<file path="src/rtl/spi_pkg.sv">
// ----------------------------------------------------------------------
// Shared types and constants for the SPI mode-0 minion.
// Frame and field widths are fixed here and are not parameters.
// Frame layout from MSB down: cmd, addr, data.
// ----------------------------------------------------------------------
`default_nettype none

package spi_pkg;

  // Frame geometry
  localparam int frame_w = 16;
  localparam int cmd_w   = 2;
  localparam int addr_w  = 4;
  localparam int data_w  = 10;
  localparam int n_regs  = 16;

  // Command codes
  localparam logic [cmd_w-1:0] cmd_nop   = 2'd0;
  localparam logic [cmd_w-1:0] cmd_write = 2'd1;
  localparam logic [cmd_w-1:0] cmd_read  = 2'd2;
  localparam logic [cmd_w-1:0] cmd_echo  = 2'd3;

  typedef struct packed {
    logic [cmd_w-1:0]  cmd;
    logic [addr_w-1:0] addr;
    logic [data_w-1:0] data;
  } spi_fields_t;

  // Same word seen raw (shifting, ECHO) or split into fields (decode)
  typedef union packed {
    logic [frame_w-1:0] raw;
    spi_fields_t        fields;
  } spi_frame_u;

  // Synchronized pin state, edges are one-clock pulses
  typedef struct packed {
    logic level;
    logic rise;
    logic fall;
  } spi_pin_t;

  // One report per received frame
  typedef struct packed {
    logic       valid;
    spi_frame_u frame;
    logic       parity;
    logic       reg_wr;
  } frame_evt_t;

endpackage

`default_nettype wire
</file>
<file path="src/rtl/spi_minion_top.sv">
// ----------------------------------------------------------------------
// SPI mode-0 minion with a 16 x 10-bit register bank.
// Runs on clk; cs, sclk and mosi are asynchronous inputs.
// Each sclk half-period must last at least sync_stages+2 clocks.
// ----------------------------------------------------------------------
`timescale 1ns/100ps
`default_nettype none

module spi_minion_top
  import spi_pkg::*;
#(
  parameter int unsigned sync_stages = 2
) (
  input  wire logic clk,
  input  wire logic rst_n,
  input  wire logic cs,
  input  wire logic sclk,
  input  wire logic mosi,
  output logic      miso,
  output frame_evt_t frame_evt
);

  spi_pin_t   cs_pin;
  spi_pin_t   sclk_pin;
  spi_pin_t   mosi_pin;
  logic       push_en;
  spi_frame_u push_msg;
  spi_frame_u reply;

  // ------------------------------------------------------------------
  // Pin synchronizers
  // ------------------------------------------------------------------

  // cs idles high
  spi_sync #(
    .sync_stages (sync_stages),
    .rst_val     (1'b1)
  ) i_cs_sync (
    .clk   (clk),
    .rst_n (rst_n),
    .pin   (cs),
    .sync  (cs_pin)
  );

  spi_sync #(
    .sync_stages (sync_stages),
    .rst_val     (1'b0)
  ) i_sclk_sync (
    .clk   (clk),
    .rst_n (rst_n),
    .pin   (sclk),
    .sync  (sclk_pin)
  );

  spi_sync #(
    .sync_stages (sync_stages),
    .rst_val     (1'b0)
  ) i_mosi_sync (
    .clk   (clk),
    .rst_n (rst_n),
    .pin   (mosi),
    .sync  (mosi_pin)
  );

  // ------------------------------------------------------------------
  // Shift engine and register port
  // ------------------------------------------------------------------

  spi_shift_engine i_shift_engine (
    .clk      (clk),
    .rst_n    (rst_n),
    .cs_pin   (cs_pin),
    .sclk_pin (sclk_pin),
    .mosi_pin (mosi_pin),
    .reply    (reply),
    .miso     (miso),
    .push_en  (push_en),
    .push_msg (push_msg)
  );

  spi_reg_port i_reg_port (
    .clk       (clk),
    .rst_n     (rst_n),
    .push_en   (push_en),
    .push_msg  (push_msg),
    .reply     (reply),
    .frame_evt (frame_evt)
  );

endmodule

`default_nettype wire

</file>
<file path="src/rtl/spi_reg_port.sv">
// ----------------------------------------------------------------------
// Frame decoder and register bank behind the SPI port.
// Sixteen 10-bit registers; reply is used during the following frame.
// Write, reply update and frame event all land one clock after push_en.
// ----------------------------------------------------------------------
`timescale 1ns/100ps
`default_nettype none

module spi_reg_port
  import spi_pkg::*;
(
  input  wire logic clk,
  input  wire logic rst_n,
  input  wire logic push_en,
  input  spi_frame_u push_msg,
  output spi_frame_u reply,
  output frame_evt_t frame_evt
);

  logic [data_w-1:0] regs [n_regs];

  logic              wr_en;
  logic [data_w-1:0] rd_data;
  logic              payload_parity;
  spi_frame_u        reply_next;

  // ------------------------------------------------------------------
  // Decode
  // ------------------------------------------------------------------

  assign wr_en   = push_en && (push_msg.fields.cmd == cmd_write);
  assign rd_data = regs[push_msg.fields.addr];

  // Parity covers addr and data, not the command
  assign payload_parity = ^{push_msg.fields.addr, push_msg.fields.data};

  // ------------------------------------------------------------------
  // Register bank
  // ------------------------------------------------------------------

  always_ff @(posedge clk or negedge rst_n) begin
    if (!rst_n) begin
      for (int i = 0; i < n_regs; i++) begin
        regs[i] <= '0;
      end
    end else if (wr_en) begin
      regs[push_msg.fields.addr] <= push_msg.fields.data;
    end
  end

  // ------------------------------------------------------------------
  // Reply word
  // ------------------------------------------------------------------

  always_comb begin
    reply_next = reply;
    unique case (push_msg.fields.cmd)
      cmd_write: begin
        // Frame as received, carries the data just written
        reply_next = push_msg;
      end
      cmd_read: begin
        reply_next.fields.cmd  = cmd_read;
        reply_next.fields.addr = push_msg.fields.addr;
        reply_next.fields.data = rd_data;
      end
      cmd_echo: begin
        reply_next.raw = push_msg.raw;
      end
      cmd_nop: begin
        reply_next = reply;
      end
    endcase
  end

  always_ff @(posedge clk or negedge rst_n) begin
    if (!rst_n) begin
      reply.raw <= '0;
    end else if (push_en) begin
      reply <= reply_next;
    end
  end

  // ------------------------------------------------------------------
  // Frame event
  // ------------------------------------------------------------------

  // valid is a single-cycle pulse, other fields hold until next frame
  always_ff @(posedge clk or negedge rst_n) begin
    if (!rst_n) begin
      frame_evt.valid     <= 1'b0;
      frame_evt.frame.raw <= '0;
      frame_evt.parity    <= 1'b0;
      frame_evt.reg_wr    <= 1'b0;
    end else begin
      frame_evt.valid <= push_en;
      if (push_en) begin
        frame_evt.frame  <= push_msg;
        frame_evt.parity <= payload_parity;
        frame_evt.reg_wr <= wr_en;
      end
    end
  end

endmodule

`default_nettype wire

</file>
<file path="src/rtl/spi_shift_engine.sv">
// ----------------------------------------------------------------------
// Mode-0 shift engine (CPOL 0, CPHA 0), 16-bit frames only.
// Inputs are synchronized pin states; edges act only while cs is low.
// Reply must be stable when cs falls, it is loaded on that edge.
// ----------------------------------------------------------------------
`timescale 1ns/100ps
`default_nettype none

module spi_shift_engine
  import spi_pkg::*;
(
  input  wire logic       clk,
  input  wire logic       rst_n,
  input  spi_pin_t        cs_pin,
  input  spi_pin_t        sclk_pin,
  input  spi_pin_t        mosi_pin,
  input  spi_frame_u      reply,
  output logic            miso,
  output logic            push_en,
  output spi_frame_u      push_msg
);

  logic       pull_en;
  logic       shift_in_en;
  logic       shift_out_en;
  spi_frame_u shift_in;
  spi_frame_u shift_out;

  // Frame strobes straight from the cs edges
  assign pull_en = cs_pin.fall;
  assign push_en = cs_pin.rise;

  // Sample on sclk rise, drive on sclk fall
  assign shift_in_en  = ~cs_pin.level & sclk_pin.rise;
  assign shift_out_en = ~cs_pin.level & sclk_pin.fall;

  // ------------------------------------------------------------------
  // Receive register
  // ------------------------------------------------------------------

  always_ff @(posedge clk or negedge rst_n) begin
    if (!rst_n) begin
      shift_in.raw <= '0;
    end else if (shift_in_en) begin
      shift_in.raw <= {shift_in.raw[frame_w-2:0], mosi_pin.level};
    end
  end

  assign push_msg = shift_in;

  // ------------------------------------------------------------------
  // Transmit register
  // ------------------------------------------------------------------

  // Load wins over shift, both cannot occur in one cycle anyway
  always_ff @(posedge clk or negedge rst_n) begin
    if (!rst_n) begin
      shift_out.raw <= '0;
    end else if (pull_en) begin
      shift_out <= reply;
    end else if (shift_out_en) begin
      shift_out.raw <= {shift_out.raw[frame_w-2:0], 1'b0};
    end
  end

  // MSB first
  assign miso = shift_out.raw[frame_w-1];

endmodule

`default_nettype wire

</file>
<file path="src/rtl/spi_sync.sv">
// ----------------------------------------------------------------------
// Synchronizer for one asynchronous pin with edge detection.
// Output changes sync_stages+1 clocks after the pin; needs sync_stages >= 1.
// All flops reset to rst_val so no edge is reported after reset.
// ----------------------------------------------------------------------
`timescale 1ns/100ps
`default_nettype none

module spi_sync
  import spi_pkg::*;
#(
  parameter int unsigned sync_stages = 2,
  parameter logic        rst_val     = 1'b0
) (
  input  wire logic clk,
  input  wire logic rst_n,
  input  wire logic pin,
  output spi_pin_t  sync
);

  // Metastability chain, index 0 sees the raw pin
  logic [sync_stages-1:0] chain;
  logic                   stable;

  assign stable = chain[sync_stages-1];

  always_ff @(posedge clk or negedge rst_n) begin
    if (!rst_n) begin
      chain <= {sync_stages{rst_val}};
    end else begin
      chain[0] <= pin;
      for (int i = 1; i < sync_stages; i++) begin
        chain[i] <= chain[i-1];
      end
    end
  end

  // sync.level doubles as the history flop for edge detection
  always_ff @(posedge clk or negedge rst_n) begin
    if (!rst_n) begin
      sync.level <= rst_val;
      sync.rise  <= 1'b0;
      sync.fall  <= 1'b0;
    end else begin
      sync.level <= stable;
      sync.rise  <= stable & ~sync.level;
      sync.fall  <= ~stable & sync.level;
    end
  end

endmodule

`default_nettype wire

</file>
<file path="config.mk">
export PLATFORM = sky130hd
export DESIGN_NAME = spi_minion_top
export DESIGN_NICKNAME = d
export VERILOG_FILES = /design/src/rtl/spi_pkg.sv /design/src/rtl/spi_minion_top.sv /design/src/rtl/spi_reg_port.sv /design/src/rtl/spi_shift_engine.sv /design/src/rtl/spi_sync.sv
export SDC_FILE = /design/constraint.sdc
export NUM_CORES = 1
export LEC_CHECK = 0
export ABC_AREA = 1
export BUFFER_PORTS_ARGS = -buffer_cell sky130_fd_sc_hd__buf_2
export CAP_MARGIN = 40
export CORE_MARGIN = 3
export CORE_UTILIZATION = 50
export DETAILED_ROUTE_END_ITERATION = 10
export PLACE_DENSITY = 0.66
export RECOVER_POWER = 100
export SETUP_SLACK_MARGIN = 0.2
export SYNTH_ARGS = -nofsm -noshare
export SYNTH_HDL_FRONTEND = slang
export SYNTH_HIERARCHICAL = 1
export SYNTH_SLANG_ARGS = --single-unit
</file>
<file path="constraint.sdc">
create_clock -name clk -period 2.3 [get_ports clk]
set_clock_uncertainty 0.2 [all_clocks]
set_input_delay 0.115 -clock clk [delete_from_list [all_inputs] [get_ports clk]]
set_output_delay 0.115 -clock clk [all_outputs]
set_load 0.02 [all_outputs]
</file>
==> flow_summary.rst, run 1 <==
.. list-table::
   :header-rows: 1

   * - Metric
     - Value
   * - Via count of the first global-routing pass
     - around 8700
   * - Final Core Density
     - ~58%
   * - CTS tree
     - yes
   * - TritonRoute pass-1 iters
     - 6
   * - Highest cell delay on the worst timing path
     - between 0.3 and 0.4 ns
   * - Area added between synthesis and finish
     - 13.7%
   * - Average detailed-routed wire length per instance
     - about 16 µm
   * - Crit Path Category
     - reg -> reg
   * - Antenna Cells
     - 0
   * - Critical path required time
     - between 2 and 3 ns
   * - Setup slack on the worst flop-to-flop path
     - 0.25 ns
   * - Finished Layout Cells
     - between 1500 and 2000
   * - Data arrival time of the worst path
     - roughly 2.3 ns
   * - Full die area
     - around 24000 µm²
   * - Final slew viol count
     - 0
   * - Yosys warns
     - 6
   * - Maximum number of pins on one net before global-route repair
     - 76
   * - Count of final hold-check violations
     - 0
   * - Number of antenna violations at the first check in global routing
     - 0
   * - Setup Slack @ Placement
     - ~0.36 ns
   * - Portion of the clock cycle consumed by the worst path in the final layout
     - between 80% and 90%
   * - Average size of a mapped cell
     - 7.84 µm²
   * - Die extent in y
     - 155 µm
   * - Synth Net Count
     - between 1000 and 1500
   * - Worst Setup End Kind
     - register
   * - Share of post-route cells with drive strength above 1
     - under 10%
   * - IR Drop Worst-Case VDD
     - around 740 µV
   * - DRC violation count after routing
     - 0
   * - Area of the mapped netlist
     - between 10000 and 15000 µm²
   * - Number of standard cells after synthesis
     - 1424
   * - Via density
     - 5.27
   * - Maximum operating frequency
     - about 490 MHz
   * - Worst Slack Setup Final
     - approximately 0.25 ns
   * - Outcome
     - complete, no violations
   * - Unrepaired setup endpoints after global routing
     - false
   * - Drt total wl
     - between 20 and 30 mm
   * - GR Util All Layers
     - a little under a quarter
   * - Slew at the pin closest to its max-slew limit
     - 1.18 ns
   * - Hold slack
     - around 0.021 ns
   * - Number of nets with antenna violations after routing
     - 0
   * - Max-cap violation count
     - 0
   * - Pwr per Cell Area
     - 819 nW/µm²
   * - First-pass GRT wire length
     - roughly 47 mm
   * - Total gr overflow
     - 0
   * - Port Buffers
     - 24
   * - Total Negative Setup Slacks
     - 0 ns
   * - Final design area excluding fillers
     - roughly 13000 µm²
   * - Met2 routed WL
     - between 10 and 15 mm
   * - Kind of start point of the critical path
     - register
   * - Met3 wirelength from detailed routing
     - around 1.2 mm
   * - Clock transition at the registers of the reported paths
     - approximately 0.06 ns
   * - Clock tree sinks
     - 240
   * - Net count reported at finish
     - 1453
   * - Total placed cells including tap cells
     - 1684
   * - Sum of routed wire segments on met1
     - 12.8 mm
   * - Via Count
     - ~9000
   * - Uppermost routed layer
     - met4
   * - Worst-case headroom to the max-slew limit
     - a little over a fifth
   * - Detailed placement HPWL
     - around 17 mm
   * - I/O pin count
     - 25
   * - Post-placement cell area
     - approximately 12000 µm²
   * - Initial core utilization
     - approximately 51%
   * - Leakage Power
     - ~6.2 nW
   * - Final min period
     - 2.05 ns
   * - Root buffer cell
     - clkbuf_16
   * - Sequence of cells on the critical path
     - inv_1, buf_4, ha_1, nand3_1, clkbuf_2, nand2_1, o21ai_0
   * - Critical Path Fanout Max
     - 23
   * - Placement Rows
     - 54
   * - Largest buffer count on any clock path
     - 3
   * - Width of the chip
     - ~160 µm
   * - TritonCTS buffer count
     - 27
   * - Power after layout
     - 10.4 mW
   * - Placer's final routability congestion estimate
     - roughly 0.84
   * - Initial DRC count
     - approximately 750
   * - Final setup violating endpoints
     - 0
   * - Worst skew pair latency
     - roughly 0.54 ns
   * - Floorplan Core Area
     - 21900 µm²
   * - Min-delay worst type
     - in -> reg
   * - Critical Path Slowest Stage Cell
     - dfrtp_1
   * - H-tree level count
     - 1
==> metal layers <==
layer,global-route usage [%],vias to the layer above
li1,-,4507
met1,34.9,4393
met2,37.7,213
met3,2.75,61
met4,7.04,0
met5,0,-
==> flip-flops by register name, summed over array words and instances, names as in the netlist, 2 cells and up <==
name,count
i_cs_sync/sync,3
i_reg_port/regs,160
i_reg_port/frame_evt,19
i_shift_engine/shift_out,16
i_cs_sync/chain,2
i_mosi_sync/chain,2
i_reg_port/reply,16
i_sclk_sync/chain,2
i_shift_engine/push_msg,16
i_sclk_sync/sync,3
==> layout make-up <==
type	instances	area (µm²)
clock buffer	34	752
clock inverter	16	317
fill	2066	9200
inverter	110	420
multi-input combinational	980	4230
sequential	240	6010
tap	280	350
timing repair buffer	81	609
==> power breakdown <==
group	switching, mW	leakage [nW]	internal (mW)
Combinational	0.684	2.41	0.234
Clock	1.76	0.515	3.32
Sequential	0.0850	3.31	4.31
Total	2.53	6.24	7.87
==> layout by cell type, fill, tap and decap left out, drive strengths merged <==
master and instances:
bufinv 9, ha 8, a21oi 10, nand2 600, o21ai 180, inv 109, buf 48, xnor2 3
clkbuf 60, xor2 2, clkinv 5, clkinvlp 3, dlygate4sd3 7, nor2 16, dfrtp 237, dfstp 3
nand2b 1, nand3 160
==> worst paths after layout <==
| kind | startpoint | endpoint | cells past startpoint |
|---|---|---|---|
| worst max-delay path | i_shift_engine/push_msg[13] | i_reg_port/regs[108] | 7 |
| worst min-delay path | cs | i_cs_sync/chain[0] | 2 |
| worst max register to register | i_shift_engine/push_msg[13] | i_reg_port/regs[108] | 7 |
| worst min register to register | i_mosi_sync/chain[1] | i_mosi_sync/sync[2] | 0 |
| max in group asynchronous | rst_n | i_reg_port/regs[115] | 4 |
| min in group asynchronous | rst_n | i_reg_port/regs[72] | 3 |
==> timing repair <==
| action | CTS | global route |
|---|---|---|
| endpoints found under the hold margin | 240 | 0 |
| buffers inserted | 0 | 0 |
| hold buffers | 7 | 0 |
| gates resized for setup | 0 | 1 |
| endpoints found under the setup margin | 0 | 11 |
==> worst max-delay path, delay by kind of cell (launching register included) <==
kind / cells / cell delay (ns)
compound gates: 1 / 0.09
fa+ha+maj: 1 / 0.28
simple gates: 2 / 0.24
flops: 1 / 0.37
buf+inv: 3 / 0.74
Power figures use the tool's default switching activity.
==> inputs of run 2 (changes only) <==
--- a/config.mk
+++ b/config.mk
@@ -7,7 +7,6 @@
 export LEC_CHECK = 0
 export ABC_AREA = 1
 export BUFFER_PORTS_ARGS = -buffer_cell sky130_fd_sc_hd__buf_2
-export CAP_MARGIN = 40
 export CORE_MARGIN = 3
 export CORE_UTILIZATION = 50
 export DETAILED_ROUTE_END_ITERATION = 10
==> constraint.sdc (replaced) <==
create_clock -name clk -period 2.3 [get_ports clk]
set_clock_uncertainty 0.2 [all_clocks]
set_input_delay 0.345 -clock clk [delete_from_list [all_inputs] [get_ports clk]]
set_output_delay 0.345 -clock clk [all_outputs]
set_load 0.02 [all_outputs]
==> run 2 against run 1 <==
First-iteration DRC count increased by 21%; final cell count decreased by 0.34%; global-route usage increased by 0.27 points; sequential cell count unchanged; critical endpoint is now i_reg_port/regs[10]; highest routed layer unchanged.
==> flow_summary.rst, run 2 (same netlist as run 1, synthesis figures left out) <==
.. list-table::
   :header-rows: 1

   * - Metric
     - Value
   * - Unrepaired setup endpoints after global routing
     - false
   * - TritonCTS buffer count
     - 27
   * - Average detailed-routed wire length per instance
     - 16.5 µm
   * - Initial core utilization
     - 51.0%
   * - Highest cell delay on the worst timing path
     - around 0.42 ns
   * - Total Negative Setup Slacks
     - 0 ns
   * - Final Core Density
     - about 57%
   * - Most common library cell in the layout ignoring fill and taps
     - nand2_1
   * - Min-delay worst type
     - reg -> reg
   * - GR Util All Layers
     - between 20% and 30%
   * - Full die area
     - around 24000 µm²
   * - Detailed placement HPWL
     - 17.5 mm
   * - Post-CTS resize count
     - 0
   * - Portion of the clock cycle consumed by the worst path in the final layout
     - 87.4%
   * - Placer's final routability congestion estimate
     - 0.838
   * - Final setup violating endpoints
     - 0
   * - Worst-case headroom to the max-slew limit
     - 7.79%
   * - GR Layer Usage met2
     - 38.8%
   * - Final min period
     - 2.01 ns
   * - Clock transition at the registers of the reported paths
     - approximately 0.060 ns
   * - CTS tree
     - yes
   * - Leakage Power
     - ~6.2 nW
   * - Worst Slack Setup Final
     - about 0.29 ns
   * - Total placed cells including tap cells
     - roughly 1700
   * - Grt met1 use
     - between 30% and 40%
   * - Post-placement cell area
     - around 12000 µm²
   * - Critical path required time
     - around 2.5 ns
   * - Count of final hold-check violations
     - 0
   * - Switching share of total power
     - 25.7%
   * - Worst Setup End Kind
     - register
   * - Finished Layout Cells
     - 1735
   * - Critical Path Fanout Max
     - 20
   * - Crit Path Category
     - reg -> reg
   * - Switching power total
     - between 2 and 3 mW
   * - Fraction of power consumed by the clock network
     - between 40% and 50%
   * - Registers with the highest flip-flop counts
     - i_reg_port/regs (160), i_reg_port/frame_evt (19)
   * - Peak-usage layer in the global routing report
     - met2
   * - Setup Slack @ Placement
     - roughly 0.44 ns
   * - Drt total wl
     - between 20 and 30 mm
   * - Share of power burned in registers
     - roughly 44%
   * - Power after layout
     - approximately 10 mW
   * - Outcome
     - complete, no violations
   * - Total gr overflow
     - 0
   * - TritonRoute pass-1 iters
     - 7
   * - First-pass GRT wire length
     - 47.0 mm
   * - I/O pin count
     - 25
   * - Via count of the first global-routing pass
     - a little under 9000
   * - Final design area excluding fillers
     - 12500 µm²
   * - Fillers
     - between 2000 and 2500
   * - Largest register by flop count
     - i_reg_port/regs
   * - Initial DRC count
     - about 900
   * - Port Buffers
     - 24
   * - Clock tree sinks
     - 240
   * - Floorplan Core Area
     - roughly 22000 µm²
   * - Kind of start point of the critical path
     - register
   * - Number of cells traversed by the worst register-to-register path
     - 7
   * - Via Count
     - ~9200
   * - Width of the chip
     - ~160 µm
   * - Number of antenna violations at the first check in global routing
     - 0
   * - Max-cap violation count
     - 0
   * - Post-CTS setup buffers
     - 0
   * - Area added between synthesis and finish
     - 12.3%
   * - H-tree level count
     - 1
   * - Via density
     - ~5.3
   * - Pwr per Cell Area
     - 797 nW/µm²
   * - Depth of the worst hold-timing path
     - 0
   * - Maximum number of pins on one net before global-route repair
     - 56
   * - Largest buffer count on any clock path
     - 3
   * - Global routing usage on met3
     - approximately 3.8%
   * - Storage cell area
     - approximately 6000 µm²
   * - Share of post-route cells with drive strength above 1
     - about 7.4%
   * - Data arrival time of the worst path
     - approximately 2.2 ns
   * - Commonest cells after routing, fill and taps aside
     - 599 x nand2_1, 237 x dfrtp_1, 164 x o21ai_0
   * - Placement Rows
     - 54
   * - Slew at the pin closest to its max-slew limit
     - 1.38 ns
   * - Relative contribution of combinational cells to total power
     - under 10%
   * - Antenna Cells
     - 0
   * - Root buffer cell
     - clkbuf_16
   * - Final slew viol count
     - 0
   * - Number of flip-flops in the largest register
     - 160
   * - Multi-input logic area
     - around 4200 µm²
   * - IR Drop Worst-Case VDD
     - roughly 580 µV
   * - Internal power component
     - between 7 and 8 mW
   * - Maximum operating frequency
     - roughly 500 MHz
   * - Number of nets with antenna violations after routing
     - 0
   * - Net count reported at finish
     - 1448
   * - DRC violation count after routing
     - 0
   * - Hold slack
     - 0.150 ns
   * - Worst skew pair latency
     - 0.55 ns
   * - Critical Path Slowest Stage Cell
     - dfrtp_1
   * - Sequence of cells on the critical path
     - inv_2, buf_4, ha_1, nand3_1, clkbuf_2, nand2_1, o21ai_0
   * - Die extent in y
     - roughly 160 µm
[run 2: changes by cell type in the layout (fill, tap and decap cells not counted), moves of 3 or more]
cell	before	now
bufinv_16	9	5
o21ai_0	159	164
clkbuf_2	5	12
o21ai_1	21	16
buf_4	38	30
dlygate4sd3_1	7	4
[run 2: area by class of cell]
type | instances | area share [%]
well taps | 280 | 2.79
flip-flops and latches | 240 | 47.9
multi-input cells | 980 | 33.7
clock inverters | 15 | 1.85
inverters | 110 | 3.35
repair buffers | 76 | 4.33
clock buffers | 34 | 6.00
[run 2: what timing repair did]
item                                    CTS  global route
endpoints found under the hold margin   240             0
hold buffers                              4             0
endpoints found under the setup margin    0             0
[run 2: worst paths after layout]
check                                             from              endpoint  slack [ns]
max in group asynchronous                        rst_n    i_cs_sync/chain[0]        0.37
min in group asynchronous                        rst_n   i_reg_port/regs[44]        0.46
min reg2reg                       i_mosi_sync/chain[0]  i_mosi_sync/chain[1]        0.15
max reg2reg                i_shift_engine/push_msg[10]   i_reg_port/regs[10]        0.29
max                        i_shift_engine/push_msg[10]   i_reg_port/regs[10]        0.29
min                               i_mosi_sync/chain[0]  i_mosi_sync/chain[1]        0.15
[run 2: layer usage]
metal	share of wire, %	vias up	wire, µm
li1	-	4494	-
met1	45	4373	13000
met2	47	267	13400
met3	5.7	60	1640
met4	2.5	0	727
met5	0	-	0
[run 2: power groups by stage]
| stage | clock network (mW) | registers, mW | logic [mW] |
|---|---|---|---|
| finish | 4.67 | 4.40 | 0.923 |
| global route | 4.93 | 4.41 | 1.02 |
| CTS | 4.77 | 4.40 | 0.962 |
| detailed placement | 0 | 4.47 | 0.952 |
| global placement | 0 | 4.47 | 0.945 |
| floorplan | 0 | 4.51 | 0.471 |
[run 2: worst max-delay path, delay by kind of cell, from the launching register on]
| kind | cells | cell delay (ns) |
|---|---|---|
| adders and majority gates | 1 | 0.27 |
| and+or+nand+nor | 2 | 0.25 |
| buffers and inverters | 3 | 0.62 |
| DFF | 1 | 0.42 |
| AOI/OAI and AO/OA | 1 | 0.10 |
